File: src/hw/fp_pkg.sv
// Shared types and constants for the binary16 add/sub coprocessor
// Register map offsets are byte addresses on a 4-bit APB address
package fp_pkg;

    // APB bus widths
    localparam int APB_DW = 32;
    localparam int APB_AW = 4;

    // Sign, exponent, fraction packed as one half precision word
    typedef logic [15:0] fp16_t;
    // Biased exponent field
    typedef logic [4:0]  exp_t;
    // Significand with the hidden one
    typedef logic [10:0] sig_t;
    // Carry, 11 significand bits, guard, round, sticky
    typedef logic [14:0] ext_sig_t;

    typedef enum logic [1:0] {
        IDLE,
        BUSY,
        DONE
    } ctrl_state_e;

    // ============================================================
    // Register map
    // ============================================================
    localparam logic [APB_AW-1:0] ADDR_OPERANDS = 4'h0;
    localparam logic [APB_AW-1:0] ADDR_CMD      = 4'h4;
    localparam logic [APB_AW-1:0] ADDR_STATUS   = 4'h8;
    localparam logic [APB_AW-1:0] ADDR_RESULT   = 4'hC;

    // Pipeline constants
    localparam int   PIPE_DEPTH = 3;
    localparam exp_t EXP_MAX    = 5'd30;

endpackage

File: src/hw/fp_align.sv
`timescale 1ns/10ps
// Stage one: operand ordering and significand alignment
// Normal operands only, exponent fields 0 and 31 are not handled
module fp_align (
    input  logic             clk,
    input  logic             arst_n,
    input  logic             start,
    input  fp_pkg::fp16_t    op_a,
    input  fp_pkg::fp16_t    op_b,
    input  logic             sub,
    output logic             a_valid,
    output fp_pkg::exp_t     big_exp,
    output fp_pkg::sig_t     big_sig,
    output fp_pkg::ext_sig_t small_ext,
    output logic             res_sign,
    output logic             eff_sub
);
    import fp_pkg::*;

    logic        a_big;
    fp16_t       big_w;
    fp16_t       small_w;
    exp_t        diff;
    logic [24:0] shifted;
    ext_sig_t    small_d;

    always_comb begin
        // Subtract is add with b negated
        a_big   = (op_a[14:0] >= op_b[14:0]);
        big_w   = a_big ? op_a : {op_b[15] ^ sub, op_b[14:0]};
        small_w = a_big ? {op_b[15] ^ sub, op_b[14:0]} : op_a;
        diff    = big_w[14:10] - small_w[14:10];

        // Bits below R all fold into sticky
        shifted = {1'b1, small_w[9:0], 14'd0} >> diff;
        if (diff >= 5'd14) begin
            small_d = {14'd0, 1'b1};
        end else begin
            small_d = {1'b0, shifted[24:12], |shifted[11:0]};
        end
    end

    always_ff @(posedge clk or negedge arst_n) begin
        if (!arst_n) begin
            a_valid <= 1'b0;
        end else begin
            a_valid <= start;
        end
    end

    always_ff @(posedge clk) begin
        if (start) begin
            big_exp   <= big_w[14:10];
            big_sig   <= {1'b1, big_w[9:0]};
            small_ext <= small_d;
            res_sign  <= big_w[15];
            eff_sub   <= big_w[15] ^ small_w[15];
        end
    end

    assert property (@(posedge clk) disable iff (!arst_n)
        a_valid |-> (big_exp != 5'd0) && (big_exp != 5'd31));

endmodule

File: src/hw/fp_apb_ctrl.sv
`timescale 1ns/10ps
// APB3 slave for the binary16 unit, one operation in flight at a time
// A RESULT read while busy is held with wait states until writeback
// pslverr on busy CMD writes, STATUS/RESULT writes and unmapped addresses
module fp_apb_ctrl (
    input  logic                      clk,
    input  logic                      arst_n,
    input  logic                      psel,
    input  logic                      penable,
    input  logic                      pwrite,
    input  logic [fp_pkg::APB_AW-1:0] paddr,
    input  logic [fp_pkg::APB_DW-1:0] pwdata,
    output logic [fp_pkg::APB_DW-1:0] prdata,
    output logic                      pready,
    output logic                      pslverr,
    output logic                      start,
    output fp_pkg::fp16_t             op_a,
    output fp_pkg::fp16_t             op_b,
    output logic                      sub,
    input  logic                      r_valid,
    input  fp_pkg::fp16_t             r_result,
    input  logic                      r_overflow,
    input  logic                      r_underflow,
    input  logic                      r_zero
);
    import fp_pkg::*;

    ctrl_state_e state;
    fp16_t       result_q;
    logic        ovf_q;
    logic        unf_q;
    logic        zero_q;
    logic        access;
    logic        xfer;
    logic        sel_ops;
    logic        sel_cmd;
    logic        sel_stat;
    logic        sel_res;
    logic        bad_xfer;
    logic        cmd_go;
    logic        res_read;

    // ============================================================
    // Address decode and handshake
    // ============================================================
    assign access   = psel & penable;
    assign sel_ops  = (paddr == ADDR_OPERANDS);
    assign sel_cmd  = (paddr == ADDR_CMD);
    assign sel_stat = (paddr == ADDR_STATUS);
    assign sel_res  = (paddr == ADDR_RESULT);

    // Wait states only for a RESULT read while the pipeline runs
    assign pready = ~(access & ~pwrite & sel_res & (state == BUSY));
    assign xfer   = access & pready;

    assign bad_xfer = ~(sel_ops | sel_cmd | sel_stat | sel_res)
                    | (pwrite & (sel_stat | sel_res))
                    | (pwrite & sel_cmd & (state == BUSY));
    assign pslverr  = xfer & bad_xfer;

    // New command accepted unless one is still running
    assign cmd_go   = xfer & pwrite & sel_cmd & (state != BUSY);
    assign res_read = xfer & ~pwrite & sel_res;

    always_comb begin
        prdata = '0;
        case (paddr)
            ADDR_OPERANDS: prdata = {op_b, op_a};
            ADDR_CMD:      prdata = {31'd0, sub};
            ADDR_STATUS:   prdata = {27'd0, zero_q, unf_q, ovf_q,
                                     state == DONE, state == BUSY};
            ADDR_RESULT:   prdata = {16'd0, result_q};
            default:       prdata = '0;
        endcase
    end

    // Operand, command and result payload
    always_ff @(posedge clk) begin
        if (xfer & pwrite & sel_ops) begin
            op_a <= pwdata[15:0];
            op_b <= pwdata[31:16];
        end
        if (cmd_go) begin
            sub <= pwdata[0];
        end
        if (r_valid) begin
            result_q <= r_result;
        end
    end

    // ============================================================
    // Sequencing FSM and status flags
    // ============================================================
    always_ff @(posedge clk or negedge arst_n) begin
        if (!arst_n) begin
            state  <= IDLE;
            start  <= 1'b0;
            ovf_q  <= 1'b0;
            unf_q  <= 1'b0;
            zero_q <= 1'b0;
        end else begin
            start <= cmd_go;
            case (state)
                IDLE: if (cmd_go) state <= BUSY;
                BUSY: if (r_valid) state <= DONE;
                DONE: begin
                    if (cmd_go) begin
                        state <= BUSY;
                    end else if (res_read) begin
                        state <= IDLE;
                    end
                end
                default: state <= IDLE;
            endcase
            // Flags live until the next command
            if (cmd_go) begin
                ovf_q  <= 1'b0;
                unf_q  <= 1'b0;
                zero_q <= 1'b0;
            end else if (r_valid) begin
                ovf_q  <= r_overflow;
                unf_q  <= r_underflow;
                zero_q <= r_zero;
            end
        end
    end

    // Writeback only for an issued command
    assert property (@(posedge clk) disable iff (!arst_n) r_valid |-> state == BUSY);
    assert property (@(posedge clk) disable iff (!arst_n)
        pslverr |-> psel && penable && pready);

endmodule

File: src/hw/fp_mant_add.sv
`timescale 1ns/10ps
// Stage two: significand add or subtract on the extended format
// Operands arrive ordered by magnitude so a difference never goes negative
module fp_mant_add (
    input  logic             clk,
    input  logic             arst_n,
    input  logic             a_valid,
    input  fp_pkg::exp_t     big_exp,
    input  fp_pkg::sig_t     big_sig,
    input  fp_pkg::ext_sig_t small_ext,
    input  logic             res_sign,
    input  logic             eff_sub,
    output logic             m_valid,
    output fp_pkg::ext_sig_t m_sum,
    output fp_pkg::exp_t     m_exp,
    output logic             m_sign
);
    import fp_pkg::*;

    ext_sig_t big_ext;
    ext_sig_t sum_d;

    // Larger operand has no shifted-out bits
    assign big_ext = {1'b0, big_sig, 3'b000};
    assign sum_d   = eff_sub ? (big_ext - small_ext) : (big_ext + small_ext);

    always_ff @(posedge clk or negedge arst_n) begin
        if (!arst_n) begin
            m_valid <= 1'b0;
        end else begin
            m_valid <= a_valid;
        end
    end

    always_ff @(posedge clk) begin
        if (a_valid) begin
            m_sum  <= sum_d;
            m_exp  <= big_exp;
            m_sign <= res_sign;
        end
    end

endmodule

File: src/hw/fp_round_norm.sv
`timescale 1ns/10ps
// Stage three: normalize, round to nearest even, range checks
// Overflow saturates to signed infinity, underflow flushes to +0
// Zero flag covers exact zero and flushed results
module fp_round_norm (
    input  logic             clk,
    input  logic             arst_n,
    input  logic             m_valid,
    input  fp_pkg::ext_sig_t m_sum,
    input  fp_pkg::exp_t     m_exp,
    input  logic             m_sign,
    output logic             r_valid,
    output fp_pkg::fp16_t    r_result,
    output logic             r_overflow,
    output logic             r_underflow,
    output logic             r_zero
);
    import fp_pkg::*;

    logic [3:0]        lzc;
    logic              found;
    logic [13:0]       norm;
    logic signed [6:0] exp_n;
    logic signed [6:0] exp_f;
    logic              round_up;
    logic [11:0]       rnd;
    logic [9:0]        frac_f;
    fp16_t             result_d;
    logic              ovf_d;
    logic              unf_d;
    logic              zero_d;

    // Leading zeros below the carry bit
    always_comb begin
        lzc   = 4'd0;
        found = 1'b0;
        for (int i = 13; i >= 0; i--) begin
            if (m_sum[i]) begin
                found = 1'b1;
            end else if (!found) begin
                lzc = lzc + 4'd1;
            end
        end
    end

    // ============================================================
    // Normalize and round
    // ============================================================
    always_comb begin
        if (m_sum[14]) begin
            // Carry out, R and S merge into the new sticky
            norm  = {m_sum[14:2], m_sum[1] | m_sum[0]};
            exp_n = $signed({2'b00, m_exp}) + 7'sd1;
        end else begin
            norm  = m_sum[13:0] << lzc;
            exp_n = $signed({2'b00, m_exp}) - $signed({3'b000, lzc});
        end

        // Ties go to the even significand
        round_up = norm[2] & (norm[3] | norm[1] | norm[0]);
        rnd      = {1'b0, norm[13:3]} + {11'd0, round_up};
        exp_f    = exp_n + $signed({6'd0, rnd[11]});
        frac_f   = rnd[11] ? rnd[10:1] : rnd[9:0];

        ovf_d    = 1'b0;
        unf_d    = 1'b0;
        zero_d   = 1'b0;
        result_d = 16'h0000;
        if (m_sum == '0) begin
            zero_d = 1'b1;
        end else if (exp_f > $signed({2'b00, EXP_MAX})) begin
            ovf_d    = 1'b1;
            result_d = {m_sign, 5'h1f, 10'd0};
        end else if (exp_f < 7'sd1) begin
            unf_d  = 1'b1;
            zero_d = 1'b1;
        end else begin
            result_d = {m_sign, exp_f[4:0], frac_f};
        end
    end

    always_ff @(posedge clk or negedge arst_n) begin
        if (!arst_n) begin
            r_valid <= 1'b0;
        end else begin
            r_valid <= m_valid;
        end
    end

    always_ff @(posedge clk) begin
        if (m_valid) begin
            r_result    <= result_d;
            r_overflow  <= ovf_d;
            r_underflow <= unf_d;
            r_zero      <= zero_d;
        end
    end

    assert property (@(posedge clk) disable iff (!arst_n)
        r_valid |-> (r_result[14:10] != 5'h1f) || r_overflow);

endmodule

File: src/hw/fp_unit.sv
`timescale 1ns/10ps
// Binary16 add/sub coprocessor with an APB3 slave port
// Normal operands only, one command at a time
module fp_unit (
    input  logic                      clk,
    input  logic                      arst_n,
    input  logic                      psel,
    input  logic                      penable,
    input  logic                      pwrite,
    input  logic [fp_pkg::APB_AW-1:0] paddr,
    input  logic [fp_pkg::APB_DW-1:0] pwdata,
    output logic [fp_pkg::APB_DW-1:0] prdata,
    output logic                      pready,
    output logic                      pslverr
);
    import fp_pkg::*;

    // Controller to stage one
    logic     start;
    fp16_t    op_a;
    fp16_t    op_b;
    logic     sub;
    // Stage one to stage two
    logic     a_valid;
    exp_t     big_exp;
    sig_t     big_sig;
    ext_sig_t small_ext;
    logic     res_sign;
    logic     eff_sub;
    // Stage two to stage three
    logic     m_valid;
    ext_sig_t m_sum;
    exp_t     m_exp;
    logic     m_sign;
    // Writeback
    logic     r_valid;
    fp16_t    r_result;
    logic     r_overflow;
    logic     r_underflow;
    logic     r_zero;

    fp_apb_ctrl ctrl_i (
        .clk(clk), .arst_n(arst_n),
        .psel(psel), .penable(penable), .pwrite(pwrite),
        .paddr(paddr), .pwdata(pwdata),
        .prdata(prdata), .pready(pready), .pslverr(pslverr),
        .start(start), .op_a(op_a), .op_b(op_b), .sub(sub),
        .r_valid(r_valid), .r_result(r_result),
        .r_overflow(r_overflow), .r_underflow(r_underflow), .r_zero(r_zero)
    );

    fp_align align_i (
        .clk(clk), .arst_n(arst_n),
        .start(start), .op_a(op_a), .op_b(op_b), .sub(sub),
        .a_valid(a_valid), .big_exp(big_exp), .big_sig(big_sig),
        .small_ext(small_ext), .res_sign(res_sign), .eff_sub(eff_sub)
    );

    fp_mant_add add_i (
        .clk(clk), .arst_n(arst_n),
        .a_valid(a_valid), .big_exp(big_exp), .big_sig(big_sig),
        .small_ext(small_ext), .res_sign(res_sign), .eff_sub(eff_sub),
        .m_valid(m_valid), .m_sum(m_sum), .m_exp(m_exp), .m_sign(m_sign)
    );

    fp_round_norm round_i (
        .clk(clk), .arst_n(arst_n),
        .m_valid(m_valid), .m_sum(m_sum), .m_exp(m_exp), .m_sign(m_sign),
        .r_valid(r_valid), .r_result(r_result),
        .r_overflow(r_overflow), .r_underflow(r_underflow), .r_zero(r_zero)
    );

endmodule

File: config.mk
export PLATFORM = sky130hd
export DESIGN_NAME = fp_unit
export DESIGN_NICKNAME = d
export VERILOG_FILES = /design/src/hw/fp_pkg.sv /design/src/hw/fp_align.sv /design/src/hw/fp_apb_ctrl.sv /design/src/hw/fp_mant_add.sv /design/src/hw/fp_round_norm.sv /design/src/hw/fp_unit.sv
export SDC_FILE = /design/constraint.sdc
export NUM_CORES = 1
export LEC_CHECK = 0
export CORE_MARGIN = 8
export CORE_UTILIZATION = 55
export CTS_BUF_LIST = sky130_fd_sc_hd__clkbuf_2 sky130_fd_sc_hd__clkbuf_4 sky130_fd_sc_hd__clkbuf_8
export DETAILED_ROUTE_END_ITERATION = 7
export DONT_BUFFER_PORTS = 1
export GPL_ROUTABILITY_DRIVEN = 0
export HOLD_SLACK_MARGIN = 0.15
export PLACE_DENSITY = 0.7
export SLEW_MARGIN = 20
export SYNTH_ARGS = -nofsm -noshare
export SYNTH_HDL_FRONTEND = slang
export SYNTH_SLANG_ARGS = --single-unit
File: constraint.sdc
create_clock -name clk -period 17.1 [get_ports clk]
set_input_delay 2.565 -clock clk [delete_from_list [all_inputs] [get_ports clk]]
set_output_delay 2.565 -clock clk [all_outputs]
set_load 0.01 [all_outputs]
### Yosys cells after proc, flatten, opt, wreduce, memory -nomap -nowiden

Cells that the tools add are included.

* flip-flop bits (word level): 130
* input port bits: 41
* output and inout port bits: 34
* word-level logic and storage cells: 161

* add/subtract/negate cells: 20
* order comparisons: 4
* equality and inequality tests: 9
* shift-type cells: 2
* mux-type cells: 63
* bitwise gates (word level): 30
* reductions and logical operators: 7

Operators with widths (count)
* $pmux 32 s4: 1
* $mux 4: 26
* $mux 16: 4
* $add 4x1->4 const B: 12
* $shr 25x5->25: 1
* $mux 1: 23
* $and 1x1->1: 16
* $add 14x15->15: 1
* $ge 15x15->1: 1
* $logic_not 15->1: 1
* $mux 15: 1
* $sub 14x15->15: 1
* $mux 14: 1
* $shl 14x4->14: 1
* $add 11x1->12: 1
* $reduce_or 12->1: 1
* $mux 10: 1
* $or 1x1->1: 9
* $eq 4x4->1 const B: 2
* $mux 2: 4
* $add 7x2->7: 1
* $gt 7x6->1 const B: 1
* $lt 7x2->1 const B: 1
* $mux 7: 1
* 18 further kinds: 23

### Logic depth before layout (Yosys ltp)

Gate-level depths: netlist of the first run.

* word-level depth: 50
* mapped depth: 55

### Hierarchy

A second synthesis of the first run with hierarchy kept.

* cells, all modules: 1056
* area, all modules: 10348.7 um2

Modules (own cells, without submodules)
* fp_round_norm: times used 1, cells each 442, area each 3498.4 um2
* fp_align: times used 1, cells each 299, area each 2915.3 um2
* fp_apb_ctrl: times used 1, cells each 131, area each 2168.3 um2
* fp_mant_add: times used 1, cells each 184, area each 1766.7 um2

### Least setup slack after synthesis of the first run

No wires, ideal clock.

* path kind: register to register
* start point: reg add_i.m_sum[12]
* end point: reg round_i.r_result[0], data pin
* setup time: 0.255 ns
* arrival time: 10.440 ns
* data required time: 16.845 ns
* setup slack: 6.405 ns
* cell stages (with the launch flop): 51
* path buffers: 0
* clock period less this slack: 10.695 ns
* path through: edfxtp_1 -> nor2_1 -> ha_1 -> mux2_2 -> ha_1 -> o31a_1 -> ha_1 -> nand2b_1 -> a21boi_0 -> ha_1 -> a21o_1 -> ha_1 -> mux2_2 -> a21o_1 -> ha_1 -> nor2_1 -> nor2_1 -> ha_1 -> [15 not listed] -> ha_1 -> mux2i_1 -> nor2_1 -> a21oi_1 -> a21oi_1 -> mux2_2 -> or2_2 -> o31ai_2 -> nand3_2 -> nor4b_4 -> nand4_2 -> inv_1 -> ha_1 -> nor3_1 -> a32oi_1 -> or4_4 -> nand2_4 -> and3b_1

* longest elaborated chain between the ends: 46
* elaborated cells between the ends (all ways): 63

Ends and longest elaborated chain
* start, declared: line fp_mant_add.sv:14 `output fp_pkg::ext_sig_t m_sum,`
* start signal, assigned: line fp_mant_add.sv:37 `m_sum <= sum_d;`
* $mux 4: line fp_round_norm.sv:38 `if (m_sum[i]) begin`
* $add 4x1->4: line fp_round_norm.sv:41 `lzc = lzc + 4'd1;`
* $mux 4: line fp_round_norm.sv:40 `end else if (!found) begin`
* $mux 4: line fp_round_norm.sv:38
* $add 4x1->4: line fp_round_norm.sv:41
* $mux 4: line fp_round_norm.sv:40
* $mux 4: line fp_round_norm.sv:38
* $add 4x1->4: line fp_round_norm.sv:41
* [29 not listed]
* $shl 14x4->14: line fp_round_norm.sv:55 `norm = m_sum[13:0] << lzc;`
* $mux 14: line fp_round_norm.sv:50 `if (m_sum[14]) begin`
* $or 1x1->1 (2 in a row): line fp_round_norm.sv:60 `round_up = norm[2] & (norm[3] | norm[1] | norm[0]);`
* $and 1x1->1: line fp_round_norm.sv:60
* $add 11x1->12: line fp_round_norm.sv:61 `rnd = {1'b0, norm[13:3]} + {11'd0, round_up};`
* $add 7x2->7: line fp_round_norm.sv:62 `exp_f = exp_n + $signed({6'd0, rnd[11]});`
* $lt 7x2->1 / $gt 7x6->1 (equally long branches): line fp_round_norm.sv:74, fp_round_norm.sv:71
* $reduce_or 3->1 (no source line)
* end signal, assigned: line fp_round_norm.sv:92 `r_result <= result_d;`
* end, declared: line fp_round_norm.sv:13 `output fp_pkg::fp16_t r_result,`

Parallel ways exist; a longest one is shown, timed or not.
A chain may end at the register's enable or synchronous reset.

### Worst setup path after layout of the first run

* start point: reg add_i.m_sum[12]
* end point: reg round_i.r_result[9], data pin

Same word-level chain as after synthesis.

==> impl_metrics.csv, run 1 <==
group,metric,value,unit
floorplanning,die_y,147.1,um
synth,synth_top_area_frac,0.3810,
clocking,hold_buffers,0,
critical_path,r2r_end,"round_i.r_result[9]",
synth,synth_area_leaders,"edfxtp_1 (38%), ha_1 (7.3%), mux2i_1 (5.7%)",
critical_path,end_kind,"flip-flop",
cells_and_area,final_cell_mix,"edfxtp_1 (120), nor2_1 (83), nand2_1 (61), inv_1 (57), ha_1 (55)",
floorplanning,num_rows,48,
clocking,clkLatencyLatePin,0.45,ns
drt,drc_errors,0,
floorplanning,die_w,147.1,um
placement,placement.cell_area,9578,um^2
timing,rsz0062_at_grt,"no",
critical_path,path_common_cell,"ha_1",
synth,ys_ff_latch,129,
synth,synth_warnings,0,
synth,ys.flop_type,"edfxtp_1",
synth,ys_types,86,
timing,timing.final.crit_share,0.7249,
critical_path,arrival,12.69,ns
global_route,grt_pass1_vias,6846,
cells_and_area,area_delta_synth_final,5.556,%
timing,worst_slew_pin_slew,0.9767,ns
pwr,ir_drop,0.06627,mV
timing,fin_crit,12.40,ns
cells_and_area,drive_gt1_frac,0.1066,
critical_path,r2r_cells,51,
cells_and_area,final_nets,1014,
cells_and_area,fillerInstances,1494,
floorplanning,core,17060,um^2
clocking,cts_made_buffers,17,
drt,via_per_inst,6.102,
global_route,grt_max_degree,55,
clocking,cts_tree,"yes",
critical_path,worst-setup-path-type,"reg -> reg",
clocking,clockRootBuffer,"clkbuf_8",
critical_path,critPathMaxFanout,19,
synth,syn_avg_cell_area,10.04,um^2
synth,synth_fp_nets,1040,
floorplanning,initial_utilization,0.5546,
synth,ys_seq_area_frac,0.4048,
synth,synth_edf_count,120,
drt,firstDrtPassIters,6,
worst_hold_path,min_to,"align_i.a_valid",
drt,vias,7042,
floorplanning,die_area,21650,um^2
global_route,grt_usage,0.2073,
clocking,clkSinkCount,129,
timing,hold_violations,0,
global_route,antenna_found_initial,0,
critical_path,rrSetupSlack,4.70,ns
synth,async_flop_share,0.06977,
clocking,cts_max_level,4,
global_route,grt_pass1_wl,36020,um
floorplanning,io_pins,75,
cells_and_area,final_common_cell,"edfxtp_1",
clocking,post_cts_resize_count,0,
placement,io_buffers,0,
worst_hold_path,min_delay_path_depth,0,
timing,slew_headroom,0.3466,
synth,synth.largest_area_cell,"edfxtp_1",
critical_path,worstReg2RegStart,"add_i.m_sum[12]",
timing,tns,0,ns
run,maxCapViolations,0,
timing,finalSetupViolCount,0,
synth,synthesis.area,9459,um^2
cells_and_area,finalInstanceArea,9985,um^2
drt,postRouteAntennaNets,0,
cells_and_area,diodes,0,
placement,pre_cts_ws,4.635,ns
global_route,grt_overflow,0,
pwr,power_leakage,0.003897,uW
critical_path,cp-startpoint,"add_i.m_sum[12]",
timing,fin_ws,4.704,ns
timing,slew_viol_final,0,
drt,wl_per_cell,19.33,um
placement,dp_hpwl,16930,um
clocking,clock_path_buffers,2,
drt,wirelength,22310,um
clocking,clkTransAtPathRegs,0.09,ns
clocking,post_cts_buffers,0,
worst_hold_path,hp-start,"ctrl_i.start",
critical_path,critPathRequiredTime,17.39,ns
pwr,pwr_density_cell,63.97,nW/um^2
worst_hold_path,holdCritPathClass,"reg -> reg",
timing,fin_skew,0.01284,ns
timing,max_freq,80.67,MHz
critical_path,cpMaxStageDelayCell,"xnor3_1",
critical_path,slowest_delay,0.73,ns
run_status,status,"completed",
drt,drt_iter0_drc,654,
critical_path,startpoint_type,"flip-flop",
synth,synth_cells,942,
synth_stat cells (all sizes together), types with 19 or more instances:
cell	number
edfxtp	120
nor2	83
nand2	64
inv	58
ha	55
mux2i	55
a21oi	47
o21ai	42
clkbuf	37
nor3	32
nor4	27
xnor2	27
nor2b	26
mux2	20
nand3	19
per-layer routing:
metal / vias up / global-route usage / wire, um
met5: - / 0 / 0
met4: 0 / 0.05405 / 375
met3: 27 / 0.04829 / 1452
met2: 239 / 0.3261 / 10130
met1: 3314 / 0.2820 / 10350
li1: 3462 / - / -
stage by stage:
step	util	hold WS, ns	cells	total power, uW
3_5_place_dp	0.5615	0.3610	1122	380.3
4_1_cts	0.5847	0.3834	1154	642.6
2_1_floorplan	-	0.4003	942	375.6
6_report	0.5854	0.3839	1154	638.7
5_1_grt	0.5854	0.3905	1154	657.3
3_3_place_gp	0.5613	0.3593	1122	379.8
power by group:
part,internal [uW],switching [uW]
logic,10.2,15.1
clock network,122,143
registers,345,2.54
cell families (layout without fill, tap and decap cells):
family                   Yosys count  in the layout  share of synthesized area
multiplexers                      82             82                    0.09907
AO/OA/AOI/OAI                    206            206                     0.1524
flip-flops                       129            129                     0.4048
buffers and inverters            108             95                    0.04484
adder cells (fa/ha/maj)           58             58                    0.07804
AND/OR/NAND/NOR                  320            320                     0.1810
XOR/XNOR                          39             39                    0.03995
flip-flops by register name (all words and copies together) (netlist names), 2 cells and up:
| signal | cells |
|---|---|
| round_i.r_result | 16 |
| ctrl_i.state | 2 |
| align_i.big_exp | 5 |
| ctrl_i.op_a | 16 |
| add_i.m_sum | 15 |
| ctrl_i.op_b | 16 |
| align_i.big_sig | 10 |
| add_i.m_exp | 5 |
| align_i.small_ext | 14 |
| ctrl_i.result_q | 16 |
worst max-delay path by stage:
stage	end	slack, ns	cells after the start
floorplan	round_i.r_result[0]	6.40	50
global route	round_i.r_result[1]	3.83	51
detailed placement	round_i.r_result[9]	4.64	51
CTS	round_i.r_result[9]	4.54	51
global placement	round_i.r_result[12]	5.01	51
finish	round_i.r_result[9]	4.70	51
critical path: cells and delay by family (launching register included):
kind,cells,cell delay (ns)
XOR/XNOR,3,1.01
buffers and inverters,2,0.18
AND/OR/NAND/NOR,16,2.57
multiplexers,6,1.28
AO/OA/AOI/OAI,12,3.26
flip-flops,1,0.50
adder cells (fa/ha/maj),12,3.40
layout make-up:
cell class	count	area, um^2	area share
multi-input combinational	705	5231	0.5239
clock buffer	17	234.0	0.02343
inverter	60	225.2	0.02256
tap	225	281.5	0.02820
clock inverter	15	161.4	0.01617
sequential	129	3829	0.3835
timing repair buffer	3	22.52	0.002256
(Power assumes the default switching activity.)
==> inputs of run 2 (changes only) <==
==> constraint.sdc (replaced) <==
create_clock -name clk -period 12.4 [get_ports clk]
set_input_delay 1.86 -clock clk [delete_from_list [all_inputs] [get_ports clk]]
set_output_delay 1.86 -clock clk [all_outputs]
set_load 0.01 [all_outputs]
==> run 2 against run 1 <==
Count of clock-buffer cells in the layout is the same. Global-route usage grew 0.11 points. Fmax grew 6.5%. Flip-flop and latch count is the same. Design area grew 1.2%. Via count grew 1.4%. Sequential share of layout area shrank 0.45 points. Final cell count grew 1.0%. Sequential power grew 38%. Routed wire length shrank 0.55%. Non-clock buffer count grew 12.
==> impl_metrics.csv, run 2 (synthesized netlist as in run 1, its figures left out) <==
group,metric,value,unit
placement,dp_hpwl,16840,um
pwr,pwr-share-clk,0.412,
run,maxCapViolations,0,
pwr,power_leakage,0.003961,uW
cells_and_area,diodes,0,
drt,vias,7140,
clocking,cts_max_level,4,
pwr,ir_drop,0.07943,mV
cells_and_area,final_cell_mix,"edfxtp_1 (120), nor2_1 (82), nand2_1 (61), inv_1 (57), ha_1 (55)",
placement,io_buffers,0,
cells_and_area,drive_gt1_frac,0.1222,
critical_path,cpMaxStageDelayCell,"or4_4",
floorplanning,io_pins,75,
timing,hold_violations,0,
pwr,pwr_density_cell,86.62,nW/um^2
timing,worst_slew_pin_slew,0.9624,ns
cells_and_area,area_delta_synth_final,6.812,%
pwr,swShare,0.2476,
floorplanning,initial_utilization,0.5546,
timing,slew_headroom,0.3562,
pwr,p_seq_frac,0.548,
drt,wl_per_cell,19.03,um
timing,slew_viol_final,0,
drt,drc_errors,0,
global_route,grt_usage,0.2084,
clocking,clkTransAtPathRegs,0.09,ns
worst_hold_path,holdCritPathClass,"reg -> reg",
pwr,p_int,658.5,uW
pwr,power.share.combinational,0.040,
floorplanning,die_w,147.1,um
critical_path,end_kind,"flip-flop",
clocking,clkLatencyLatePin,0.46,ns
drt,postRouteAntennaNets,0,
critical_path,startpoint_type,"flip-flop",
timing,fin_skew,0.01552,ns
timing,rsz0062_at_grt,"no",
critical_path,slowest_delay,0.55,ns
clocking,clockRootBuffer,"clkbuf_8",
critical_path,path_common_cell,"ha_1",
clocking,cts_tree,"yes",
clocking,clock_path_buffers,2,
cells_and_area,final_nets,1026,
drt,wirelength,22190,um
global_route,grt_pass1_vias,6752,
critical_path,cp-startpoint,"add_i.m_sum[13]",
critical_path,worst-setup-path-type,"reg -> reg",
global_route,grt_max_degree,55,
critical_path,r2r_cells,51,
critical_path,r2r_end,"round_i.r_result[0]",
timing,finalSetupViolCount,0,
floorplanning,die_area,21650,um^2
clocking,clkSinkCount,129,
critical_path,arrival,11.87,ns
cells_and_area,final_common_cell,"edfxtp_1",
critical_path,rrSetupSlack,0.76,ns
critical_path,critPathRequiredTime,12.63,ns
cells_and_area,finalInstanceArea,10100,um^2
timing,tns,0,ns
clocking,cts_made_buffers,17,
cells_and_area,fillerInstances,1462,
timing,max_freq,85.92,MHz
global_route,grt_pass1_wl,35780,um
global_route,grt_overflow,0,
timing,timing.final.crit_share,0.9386,
critical_path,cp-endpoint,"round_i.r_result[0]",
floorplanning,core,17060,um^2
drt,firstDrtPassIters,5,
global_route,antenna_found_initial,0,
drt,drt_iter0_drc,556,
critical_path,critPathMaxFanout,13,
floorplanning,die_y,147.1,um
placement,placement.cell_area,9593,um^2
drt,via_per_inst,6.123,
timing,fin_crit,11.64,ns
critical_path,worstReg2RegStart,"add_i.m_sum[13]",
run_status,status,"completed",
pwr,p_sw,216.7,uW
floorplanning,num_rows,48,
-- run 2: changes by cell type in the layout (fill, tap and decap cells not counted), sizes merged --
cell | before | now
clkinv | 4 | 5
buf | 3 | 15
inv | 69 | 68
-- run 2: how the worst min path moves through the flow --
stage	startpoint	endpoint	slack (ns)	cells after the start
after detailed placement	ctrl_i.start	align_i.a_valid	0.37	0
after global placement	ctrl_i.start	align_i.a_valid	0.36	0
after CTS	ctrl_i.start	align_i.a_valid	0.39	0
final	ctrl_i.start	align_i.a_valid	0.38	0
after global routing	ctrl_i.start	align_i.a_valid	0.41	0
after floorplan	align_i.big_exp[0]	add_i.m_exp[0]	0.40	0
-- run 2: through the flow --
step / util / instances / total power [uW] / setup WS (ns) / hold slack, ns
floorplan: - / 942 / 517.9 / 1.705 / 0.4003
global placement: 0.5621 / 1124 / 523.7 / 0.7312 / 0.3614
detailed placement: 0.5624 / 1124 / 524.3 / 0.3159 / 0.3654
CTS: 0.5856 / 1156 / 880.8 / 0.2743 / 0.3852
global route: 0.5924 / 1166 / 905.8 / 0.01646 / 0.4101
finish: 0.5924 / 1166 / 875.2 / 0.7615 / 0.3838
-- run 2: critical path, delay by kind of cell, from the launching register on --
| kind | cells | cell delay [ns] |
|---|---|---|
| AO/OA/AOI/OAI | 10 | 2.06 |
| XOR/XNOR | 2 | 0.60 |
| adder cells (fa/ha/maj) | 13 | 3.71 |
| buffers and inverters | 2 | 0.18 |
| flip-flops | 1 | 0.52 |
| multiplexers | 6 | 1.18 |
| AND/OR/NAND/NOR | 18 | 3.16 |
-- run 2: what timing repair did --
item                                    in CTS  in global routing
buffers inserted                             0                 10
resized for setup                            0                  8
endpoints found under the setup margin       0                 18
hold buffers                                 0                  0
endpoints found under the hold margin        0                  0
-- run 2: power groups by stage --
stage | combinational, uW | clock [uW] | sequential, uW
floorplan | 29.4 | 0 | 489
global placement | 34.2 | 0 | 490
detailed placement | 34.5 | 0 | 490
CTS | 34.7 | 366 | 480
global route | 38.0 | 387 | 480
finish | 34.9 | 360 | 480
-- run 2: cell type report --
cell class	count	area, um^2	area share
Inverter	60	225.2	0.02229
Clock inverter	15	161.4	0.01598
Timing Repair Buffer	15	112.6	0.01115
Multi-Input combinational cell	705	5260	0.5206
Sequential cell	129	3829	0.3789
Tap cell	225	281.5	0.02786
Clock buffer	17	234.0	0.02316
-- run 2: layer usage --
| layer | vias to the layer above | GRT usage | share of wire |
|---|---|---|---|
| met2 | 283 | 0.3188 | 0.45 |
| met4 | 0 | 0.07037 | 0.022 |
| met1 | 3342 | 0.2818 | 0.45 |
| li1 | 3483 | - | - |
| met3 | 32 | 0.05383 | 0.072 |
| met5 | - | 0 | 0 |
